[src/rtl/histPkg.sv]
package histPkg;

    // raw timing sample width
    localparam int sampleW = 10;

    // bins per histogram and matching address width
    localparam int numBins = 16;
    localparam int binAddrW = 4;

    // bin counter width, counters stop at all ones
    localparam int countW = 8;

    // coarse bins are 64 codes wide
    localparam int coarseShift = 6;

    // fine bins are 4 codes wide
    localparam int fineShift = 2;

    // fine window covers 16 fine bins
    localparam int windowSpan = 64;

    // which histogram is being filled
    typedef enum logic {
        PH_COARSE,
        PH_FINE
    } phaseT;

    // acquisition controller states
    typedef enum logic [2:0] {
        // samples accepted, ready high
        ST_ACQ,
        // one idle cycle after the last accepted sample
        ST_DRAIN,
        // peak search running over all bins
        ST_SCAN,
        // window origin load, counters cleared for fine phase
        ST_WINDOW,
        // done pulse, counters cleared for next measurement
        ST_REPORT
    } acqStateT;

endpackage
[src/rtl/histScanIf.sv]
`timescale 1ns/100ps

interface histScanIf;

    // start of a bin scan, one cycle wide
    logic scanStart;

    // bin being read by the peak search
    logic [histPkg::binAddrW-1:0] binAddr;

    // count held at binAddr
    logic [histPkg::countW-1:0] binCount;

    // end of scan, one cycle wide, result valid from here on
    logic scanDone;
    logic [histPkg::binAddrW-1:0] peakBin;
    logic [histPkg::countW-1:0] peakCount;

    // histogram side, owns the counters
    modport builder (
        output scanStart,
        output binCount,
        input  binAddr,
        input  scanDone,
        input  peakBin,
        input  peakCount
    );

    // peak search side
    modport finder (
        input  scanStart,
        input  binCount,
        output binAddr,
        output scanDone,
        output peakBin,
        output peakCount
    );

endinterface

[src/rtl/histTop.sv]
`timescale 1ns/100ps

module histTop #(
    parameter int acqLen = 16
) (
    input  logic                         clk,
    input  logic                         rst,
    input  logic                         wrEn,
    input  logic [histPkg::sampleW-1:0]  roughData,
    output logic                         ready,
    output logic                         done,
    output logic [histPkg::binAddrW-1:0] peakCH,
    output logic [histPkg::binAddrW-1:0] peakFH,
    output logic [histPkg::sampleW-1:0]  tofEst,
    output logic                         fineEmpty
);

    // mapper to builder
    histPkg::phaseT               phase;
    logic [histPkg::binAddrW-1:0] mappedBin;
    logic                         inWindow;

    // window origin loop
    logic                         loadWindow;
    logic [histPkg::sampleW-1:0]  windowLow;

    // builder and peak search
    histScanIf scanBus ();

    // sample to bin address
    binMapper u_binMapper (
        .roughData (roughData),
        .phase     (phase),
        .windowLow (windowLow),
        .mappedBin (mappedBin),
        .inWindow  (inWindow)
    );

    // counters and acquisition FSM
    histBuilder #(
        .acqLen (acqLen)
    ) u_histBuilder (
        .clk        (clk),
        .rst        (rst),
        .wrEn       (wrEn),
        .mappedBin  (mappedBin),
        .inWindow   (inWindow),
        .phase      (phase),
        .ready      (ready),
        .done       (done),
        .loadWindow (loadWindow),
        .peakCH     (peakCH),
        .peakFH     (peakFH),
        .fineEmpty  (fineEmpty),
        .scan       (scanBus.builder)
    );

    // max search over the bins
    peakFinder u_peakFinder (
        .clk  (clk),
        .rst  (rst),
        .scan (scanBus.finder)
    );

    // fine window origin and time estimate
    windowCalc u_windowCalc (
        .clk        (clk),
        .rst        (rst),
        .loadWindow (loadWindow),
        .peakBin    (scanBus.peakBin),
        .peakFH     (peakFH),
        .windowLow  (windowLow),
        .tofEst     (tofEst)
    );

endmodule

[src/rtl/windowCalc.sv]
`timescale 1ns/100ps

module windowCalc (
    input  logic                         clk,
    input  logic                         rst,
    input  logic                         loadWindow,
    input  logic [histPkg::binAddrW-1:0] peakBin,
    input  logic [histPkg::binAddrW-1:0] peakFH,
    output logic [histPkg::sampleW-1:0]  windowLow,
    output logic [histPkg::sampleW-1:0]  tofEst
);

    localparam int sampleW = histPkg::sampleW;
    localparam int binAddrW = histPkg::binAddrW;
    localparam int fineShift = histPkg::fineShift;

    // window shifted back by half its width
    localparam int halfSpan = histPkg::windowSpan / 2;

    // highest origin that keeps the window inside the code range
    localparam int lowMax = (1 << sampleW) - histPkg::windowSpan;

    // middle of a fine bin
    localparam logic [sampleW-1:0] fineHalf = sampleW'(1 << (fineShift - 1));

    int                 rawLow;
    logic [sampleW-1:0] clippedLow;
    logic [sampleW-1:0] fineOffset;
    logic               windowLoaded;

    // origin from the coarse peak, clipped on both ends
    always_comb begin
        rawLow = int'(peakBin) * (1 << histPkg::coarseShift) - halfSpan;
        if (rawLow < 0) begin
            clippedLow = '0;
        end else if (rawLow > lowMax) begin
            clippedLow = sampleW'(lowMax);
        end else begin
            clippedLow = rawLow[sampleW-1:0];
        end
    end

    always_ff @(posedge clk) begin
        if (rst) begin
            windowLow <= '0;
            windowLoaded <= 1'b0;
        end else if (loadWindow) begin
            windowLow <= clippedLow;
            windowLoaded <= 1'b1;
        end
    end

    // fine bin start relative to the window
    assign fineOffset = {{(sampleW - binAddrW - fineShift){1'b0}}, peakFH, {fineShift{1'b0}}};

    // no estimate until a first window exists
    assign tofEst = windowLoaded ? (windowLow + fineOffset + fineHalf) : '0;

endmodule

[src/rtl/peakFinder.sv]
`timescale 1ns/100ps

module peakFinder (
    input  logic      clk,
    input  logic      rst,
    histScanIf.finder scan
);

    localparam int numBins = histPkg::numBins;
    localparam int binAddrW = histPkg::binAddrW;
    localparam int countW = histPkg::countW;

    logic                scanActive;
    logic [binAddrW-1:0] addr;

    // running best so far
    logic [countW-1:0]   runMax;
    logic [binAddrW-1:0] runBin;

    logic                better;
    logic                lastAddr;
    logic [countW-1:0]   nextMax;
    logic [binAddrW-1:0] nextBin;

    assign scan.binAddr = addr;

    // only a strictly larger count wins so a tie keeps the earlier bin
    assign better = (scan.binCount > runMax);
    assign lastAddr = (addr == binAddrW'(numBins - 1));
    assign nextMax = better ? scan.binCount : runMax;
    assign nextBin = better ? addr : runBin;

    // scan sequencing
    always_ff @(posedge clk) begin
        if (rst) begin
            scanActive <= 1'b0;
            addr <= '0;
            scan.scanDone <= 1'b0;
        end else begin
            scan.scanDone <= 1'b0;
            if (scan.scanStart) begin
                scanActive <= 1'b1;
                addr <= '0;
            end else if (scanActive) begin
                if (lastAddr) begin
                    scanActive <= 1'b0;
                    addr <= '0;
                    scan.scanDone <= 1'b1;
                end else begin
                    addr <= addr + 1'b1;
                end
            end
        end
    end

    // running maximum and held result
    always_ff @(posedge clk) begin
        if (scan.scanStart) begin
            // empty histogram falls back to bin 0
            runMax <= '0;
            runBin <= '0;
        end else if (scanActive) begin
            runMax <= nextMax;
            runBin <= nextBin;
            if (lastAddr) begin
                scan.peakBin <= nextBin;
                scan.peakCount <= nextMax;
            end
        end
    end

    // address stays in the bin range with no restart cutting a scan short
    assert property (@(posedge clk) disable iff (rst)
        scanActive |-> (!scan.scanStart && (int'(scan.binAddr) < numBins)));

endmodule

[src/rtl/histBuilder.sv]
`timescale 1ns/100ps

module histBuilder #(
    parameter int acqLen = 16
) (
    input  logic                         clk,
    input  logic                         rst,
    input  logic                         wrEn,
    input  logic [histPkg::binAddrW-1:0] mappedBin,
    input  logic                         inWindow,
    output histPkg::phaseT               phase,
    output logic                         ready,
    output logic                         done,
    output logic                         loadWindow,
    output logic [histPkg::binAddrW-1:0] peakCH,
    output logic [histPkg::binAddrW-1:0] peakFH,
    output logic                         fineEmpty,
    histScanIf.builder                   scan
);

    localparam int numBins = histPkg::numBins;
    localparam int countW = histPkg::countW;
    localparam int sampCntW = $clog2(acqLen + 1);

    // one saturating counter per bin packed for whole compares
    logic [numBins-1:0][countW-1:0] binCnt;

    // samples accepted in the current phase
    logic [sampCntW-1:0] sampleCnt;

    histPkg::acqStateT state;

    logic accept;
    logic lastSample;
    logic clearCnt;
    logic binFull;

    // sample taken on wrEn and ready together
    assign accept = wrEn && ready;
    assign lastSample = (sampleCnt == sampCntW'(acqLen - 1));

    // counters wiped on the way back into acquisition
    assign clearCnt = (state == histPkg::ST_WINDOW) || (state == histPkg::ST_REPORT);

    // saturation at all ones
    assign binFull = &binCnt[mappedBin];

    // status decoded straight from the state
    assign ready = (state == histPkg::ST_ACQ);
    assign done = (state == histPkg::ST_REPORT);
    assign loadWindow = (state == histPkg::ST_WINDOW);

    // drain cycle kicks off the scan
    assign scan.scanStart = (state == histPkg::ST_DRAIN);

    // count read back for the address under scan
    assign scan.binCount = binCnt[scan.binAddr];

    // bin counter array
    always_ff @(posedge clk) begin
        if (rst) begin
            binCnt <= '0;
        end else if (clearCnt) begin
            binCnt <= '0;
        end else if (accept && inWindow && !binFull) begin
            binCnt[mappedBin] <= binCnt[mappedBin] + 1'b1;
        end
    end

    // accepted sample counter that also counts out-of-window samples
    always_ff @(posedge clk) begin
        if (rst) begin
            sampleCnt <= '0;
        end else if (clearCnt) begin
            sampleCnt <= '0;
        end else if (accept) begin
            sampleCnt <= sampleCnt + 1'b1;
        end
    end

    // acquisition controller
    always_ff @(posedge clk) begin
        if (rst) begin
            state <= histPkg::ST_ACQ;
            phase <= histPkg::PH_COARSE;
            peakCH <= '0;
            peakFH <= '0;
            fineEmpty <= 1'b0;
        end else begin
            case (state)
                histPkg::ST_ACQ: begin
                    if (accept && lastSample) begin
                        state <= histPkg::ST_DRAIN;
                    end
                end
                histPkg::ST_DRAIN: begin
                    state <= histPkg::ST_SCAN;
                end
                histPkg::ST_SCAN: begin
                    if (scan.scanDone) begin
                        if (phase == histPkg::PH_COARSE) begin
                            peakCH <= scan.peakBin;
                            state <= histPkg::ST_WINDOW;
                        end else begin
                            // finder already lands on bin 0 for an empty histogram
                            peakFH <= scan.peakBin;
                            fineEmpty <= (scan.peakCount == '0);
                            state <= histPkg::ST_REPORT;
                        end
                    end
                end
                histPkg::ST_WINDOW: begin
                    phase <= histPkg::PH_FINE;
                    state <= histPkg::ST_ACQ;
                end
                histPkg::ST_REPORT: begin
                    phase <= histPkg::PH_COARSE;
                    state <= histPkg::ST_ACQ;
                end
                default: begin
                    state <= histPkg::ST_ACQ;
                end
            endcase
        end
    end

    // with ready low only a clear may touch the bins
    assert property (@(posedge clk) disable iff (rst)
        (!ready && !clearCnt) |=> $stable(binCnt));

    // done is a single-cycle pulse
    assert property (@(posedge clk) disable iff (rst)
        done |=> !done);

endmodule

[src/rtl/binMapper.sv]
`timescale 1ns/100ps

module binMapper (
    input  logic [histPkg::sampleW-1:0]  roughData,
    input  histPkg::phaseT               phase,
    input  logic [histPkg::sampleW-1:0]  windowLow,
    output logic [histPkg::binAddrW-1:0] mappedBin,
    output logic                         inWindow
);

    localparam int sampleW = histPkg::sampleW;
    localparam int binAddrW = histPkg::binAddrW;

    // one extra bit so a sample below the origin shows up as a borrow
    logic [sampleW:0] fineOffset;
    logic             belowWindow;
    logic             aboveWindow;

    assign fineOffset = {1'b0, roughData} - {1'b0, windowLow};

    // borrow out means the sample sits left of the window
    assign belowWindow = fineOffset[sampleW];

    // offset past the last fine bin
    assign aboveWindow = (fineOffset[sampleW-1:0] >= sampleW'(histPkg::windowSpan));

    always_comb begin
        if (phase == histPkg::PH_COARSE) begin
            // coarse bin is just the top bits of the code
            mappedBin = roughData[histPkg::coarseShift +: binAddrW];
            inWindow = 1'b1;
        end else begin
            // fine bin from the offset into the window
            mappedBin = fineOffset[histPkg::fineShift +: binAddrW];
            inWindow = !belowWindow && !aboveWindow;
        end
    end

endmodule

[config.mk]
export PLATFORM = sky130hd
export DESIGN_NAME = histTop
export DESIGN_NICKNAME = d
export VERILOG_FILES = /design/src/rtl/histPkg.sv /design/src/rtl/histScanIf.sv /design/src/rtl/histTop.sv /design/src/rtl/windowCalc.sv /design/src/rtl/peakFinder.sv /design/src/rtl/histBuilder.sv /design/src/rtl/binMapper.sv
export SDC_FILE = /design/constraint.sdc
export NUM_CORES = 1
export LEC_CHECK = 0
export ABC_AREA = 0
export BUFFER_PORTS_ARGS = -buffer_cell sky130_fd_sc_hd__buf_2
export CAP_MARGIN = 20
export CORE_ASPECT_RATIO = 1.1
export CORE_MARGIN = 3
export CORE_UTILIZATION = 40
export DETAILED_ROUTE_END_ITERATION = 12
export MAX_ROUTING_LAYER = met4
export PLACE_DENSITY = 0.62
export REMOVE_ABC_BUFFERS = 1
export SYNTH_ARGS = -nofsm -noshare
export SYNTH_HDL_FRONTEND = slang
export SYNTH_SLANG_ARGS = --single-unit
export TNS_END_PERCENT = 50
[constraint.sdc]
create_clock -name clk -period 4 [get_ports clk]
set_input_delay 0.2 -clock clk [delete_from_list [all_inputs] [get_ports clk]]
set_output_delay 0.2 -clock clk [all_outputs]
set_load 0.03 [all_outputs]
==> impl_metrics.tcl <==
set metrics [dict create \
    status "finished clean" \
    cts_resized 0 \
    ff_to_ff_start "u_histBuilder.phase" \
    dpl.hpwl_mm 18.9 \
    crit_path_start_kind "register" \
    synthMuxAreaShare_pct 24.4 \
    ctsRootBufferMaster "sky130_fd_sc_hd__clkbuf_16" \
    initial_utilization_pct 41.3 \
    synth-xor-area-share_pct 1.06 \
    clkSlewWorstSetupHoldPaths_ns 0.07 \
    clock_sinks 182 \
    grt_start_max_net_pins 75 \
    gpl_congestion 0.928 \
    synthTopCellsByCount "sky130_fd_sc_hd__dfxtp_1, sky130_fd_sc_hd__nor2_1, sky130_fd_sc_hd__mux2i_1" \
    dieArea_mm2 0.0268 \
    clock_tree_from_tritoncts "done" \
    post_cts.repair.setup_buffers 0 \
    clockBufferDepth 2 \
    worst-slew-pin-transition_ns 0.654 \
    critical_path.max_fanout 19 \
    synth_cell_type_count 64 \
    hold_violations 0 \
    drt_first_pass_iters 6 \
    final.min_clock_period_ns 3.73 \
    ffs_latches_synth 182 \
    layout_worst_path_cycle_share_pct 93.1 \
    critical_path_required_ns 4.31 \
    p_leak_uw 0.00456 \
    synthesis.instances 1005 \
    timing.critical_path.max_delay_family "simple AND/OR/NAND/NOR gates" \
    seq_area_frac_synth_pct 37.9 \
    wl_per_cell_um 20.1 \
    finalSetupViolations 0 \
    via_count_of_the_first_global_routing_pass 7515 \
    clock_group_share_of_total_power_pct 46.3 \
    ir_drop_mv 0.272 \
    yosysWarningCount 0 \
    finalPower_uw 3850 \
    postSynth.topFlopCell "sky130_fd_sc_hd__dfxtp_1" \
    drt-initial-drc-count 845 \
    min_from "rst" \
    synth.cell_area_mm2 0.00994 \
    combinational_family_with_the_most_area_after_synthesis "multiplexers" \
    hold_end "u_histBuilder.peakCH[0]" \
    slew-limit-headroom_pct 56.3 \
    seq_power_share_pct 47.9 \
    crit_arrival_ns 4.04 \
    minimum_setup_slack_among_reg_to_reg_paths_ns 0.27 \
    cts_inserted_buffers 17 \
    synth_async_sr_flop_share_pct 0 \
    drt_drc_violations_left 0 \
    route.vias.total 7999 \
    netSwitchingFraction_pct 24.2 \
    power.combinational.fraction_pct 5.8 \
    final.fill_count 2285 \
    rsz_0062_raised_after_global_routing "no" \
    drv_cap 0 \
    synth_adder_area_share_pct 2.84 \
    pd_cells_mw_per_mm2 343 \
    nNetsFinal 1069 \
    synth.most_common_cell "sky130_fd_sc_hd__dfxtp_1" \
    drive_gt1_share_pct 21.1 \
    post_synth_main_area_contributors "sky130_fd_sc_hd__dfxtp_1, sky130_fd_sc_hd__mux4_2, sky130_fd_sc_hd__mux2i_1, sky130_fd_sc_hd__nor2_1, sky130_fd_sc_hd__edfxtp_1" \
    floorplan.core_area_mm2 0.0241 \
    switchingPower_uw 933 \
    critical_path.slowest_cell "sky130_fd_sc_hd__mux2_2" \
    cts.hold.buffers_added 0 \
    worst_setup_path_end_kind "register" \
    synth-simple-area-share_pct 15.3 \
    insertedDiodeCount 0 \
    gr-total-overflow 0 \
    antenna_found_initial 0 \
    reg2regPathDepth 9 \
    area_growth_pct 13.2 \
    cp.buffers_inverters 0 \
    p_int_uw 2920 \
    io-pin-count 34 \
    hold-path-cell-count 2 \
    crit_type "reg2reg" \
    highest_clock_rate_mhz 268 \
    worst_path_cell_trace "mux2_2, mux4_2, nor2_1, nor4_1, ha_1, nand2_1, or3b_2, nand2_1, o22ai_1" \
    core.rowCount 59 \
    numPortBuffers 30 \
    h_tree_depth_reported_by_cts 4 \
    yosysTopAreaCellShare_pct 34.2 \
    clock_skew_ns 0.0136 \
    yosysTopAreaCell "sky130_fd_sc_hd__dfxtp_1" \
    min_path_type "in2reg" \
    antenna_violating_nets_post_route 0 \
    layout.core_utilization_pct 46.7 \
    cpPeakStageDelay_ns 0.63 \
    clock_insertion_delay_worst_skew_ns 0.44 \
    number_of_enable_flip_flop_cells_after_synthesis 12 \
    drt-total-wl_mm 27.2 \
    grt.total_usage_pct 20.9 \
    floorplan.die.width_um 156 \
    grt_pass1_wl_mm 42.1 \
    die_height_um 171 \
    post_synth.cell_area_avg_um2 9.89 \
    routed_via_density 5.92 \
    worst_path_most_repeated_cell "sky130_fd_sc_hd__nand2_1" \
    crit-reg2reg-capture "u_histBuilder.binCnt[14]" \
    slew_violations 0 \
    complex_gate_fraction_of_the_synthesized_area_pct 13.4 \
]
[worst max-delay path by stage]
stage                                to  slack (ns)                    startpoint  depth (start not counted)
4_1_cts          u_peakFinder.runBin[0]        0.30  u_peakFinder.scan.binAddr[0]                         13
5_1_grt          u_peakFinder.runBin[0]        0.12  u_peakFinder.scan.binAddr[0]                         13
6_report       u_histBuilder.binCnt[14]        0.27           u_histBuilder.phase                          9
3_3_place_gp     u_peakFinder.runMax[3]        0.34  u_peakFinder.scan.binAddr[0]                         13
3_5_place_dp     u_peakFinder.runMax[0]        0.31  u_peakFinder.scan.binAddr[0]                         13
2_1_floorplan    u_peakFinder.runBin[0]       -0.49  u_peakFinder.scan.binAddr[0]                         11
[metrics by stage]
step	worst slack (ns)	area (um^2)	setup TNS, ns	instances	hold slack [ns]
2_1_floorplan	-0.495	9510	-31.93	917	0.272
3_3_place_gp	0.338	10600	0	1318	0.449
3_5_place_dp	0.312	10600	0	1319	0.458
4_1_cts	0.305	11200	0	1351	0.141
5_1_grt	0.120	11200	0	1352	0.173
6_report	0.275	11200	0	1352	0.155
[logic make-up (layout without fill, tap and decap cells)]
logic type | after synthesis | count (layout)
adders and majority gates | 22 | 22
DFF | 182 | 182
AOI/OAI and AO/OA | 190 | 190
other | 1 | 1
xor gates and xnor gates | 12 | 12
buffers and inverters | 110 | 152
and+or+nand+nor | 322 | 322
muxes | 166 | 166
[per-layer routing]
layer  share of wire, %  global-route usage [%]
met1                 42                    25.8
met2                 48                    33.5
met3                7.2                    4.35
met4                3.1                    8.22
met5                  0                       -
[power groups by stage]
stage / Combinational [uW] / Sequential [uW] / Clock, uW
final: 225 / 1850 / 1780
after global routing: 241 / 1850 / 1880
after CTS: 222 / 1850 / 1810
after detailed placement: 221 / 1890 / 0
after global placement: 219 / 1890 / 0
after floorplan: 129 / 1890 / 0
[cell usage in the layout, fill, tap and decap left out, types with 5 or more instances in the layout]
cell type,Yosys,layout
sky130_fd_sc_hd__o41ai_1,11,11
sky130_fd_sc_hd__mux4_2,57,57
sky130_fd_sc_hd__o21ai_0,17,9
sky130_fd_sc_hd__nand4_1,9,9
sky130_fd_sc_hd__xnor2_1,5,5
sky130_fd_sc_hd__edfxtp_1,12,12
sky130_fd_sc_hd__nor3b_1,5,5
sky130_fd_sc_hd__a22o_1,5,5
sky130_fd_sc_hd__nor2_1,124,124
sky130_fd_sc_hd__o21ai_1,0,8
sky130_fd_sc_hd__o31ai_1,24,24
sky130_fd_sc_hd__inv_1,22,22
sky130_fd_sc_hd__mux2_2,13,13
sky130_fd_sc_hd__o21a_1,9,9
sky130_fd_sc_hd__nand2_1,86,86
sky130_fd_sc_hd__a21boi_0,25,25
sky130_fd_sc_hd__buf_2,17,30
sky130_fd_sc_hd__and2_1,9,9
sky130_fd_sc_hd__ha_1,21,21
sky130_fd_sc_hd__clkbuf_16,0,17
sky130_fd_sc_hd__nand3_1,33,33
sky130_fd_sc_hd__dfxtp_1,170,168
sky130_fd_sc_hd__nand3b_1,21,21
sky130_fd_sc_hd__o22ai_1,11,11
sky130_fd_sc_hd__xor2_1,7,7
sky130_fd_sc_hd__buf_12,0,5
sky130_fd_sc_hd__mux2i_1,93,93
sky130_fd_sc_hd__buf_4,3,63
sky130_fd_sc_hd__a21oi_1,53,53
[worst register-to-register path, cell delays in order (launching register included)]
cell                      delay (ns)
sky130_fd_sc_hd__dfxtp_1        0.56
sky130_fd_sc_hd__mux2_2         0.64
sky130_fd_sc_hd__mux4_2         0.34
sky130_fd_sc_hd__nor2_1         0.04
sky130_fd_sc_hd__nor4_1         0.41
sky130_fd_sc_hd__ha_1           0.38
sky130_fd_sc_hd__nand2_1        0.12
sky130_fd_sc_hd__or3b_2         0.55
sky130_fd_sc_hd__nand2_1        0.41
sky130_fd_sc_hd__o22ai_1        0.16
[area by class of cell]
type / instances / area, um^2 / share of cell area (%)
clock inverters: 14 / 189 / 1.68
multi-input cells: 713 / 5680 / 50.5
clock buffers: 18 / 429 / 3.82
repair buffers: 98 / 723 / 6.43
inverters: 22 / 82.6 / 0.734
well taps: 305 / 382 / 3.39
flip-flops and latches: 182 / 3770 / 33.5
[state kept, by name (all words and copies together), names as in the netlist, 5 cells and up]
register	cells
u_histBuilder.binCnt	128
u_histBuilder.sampleCnt	5
u_peakFinder.runMax	8
u_peakFinder.scan.peakCount	8
u_windowCalc.windowLow	5
Note: power is estimated with default switching activity, not from simulation.
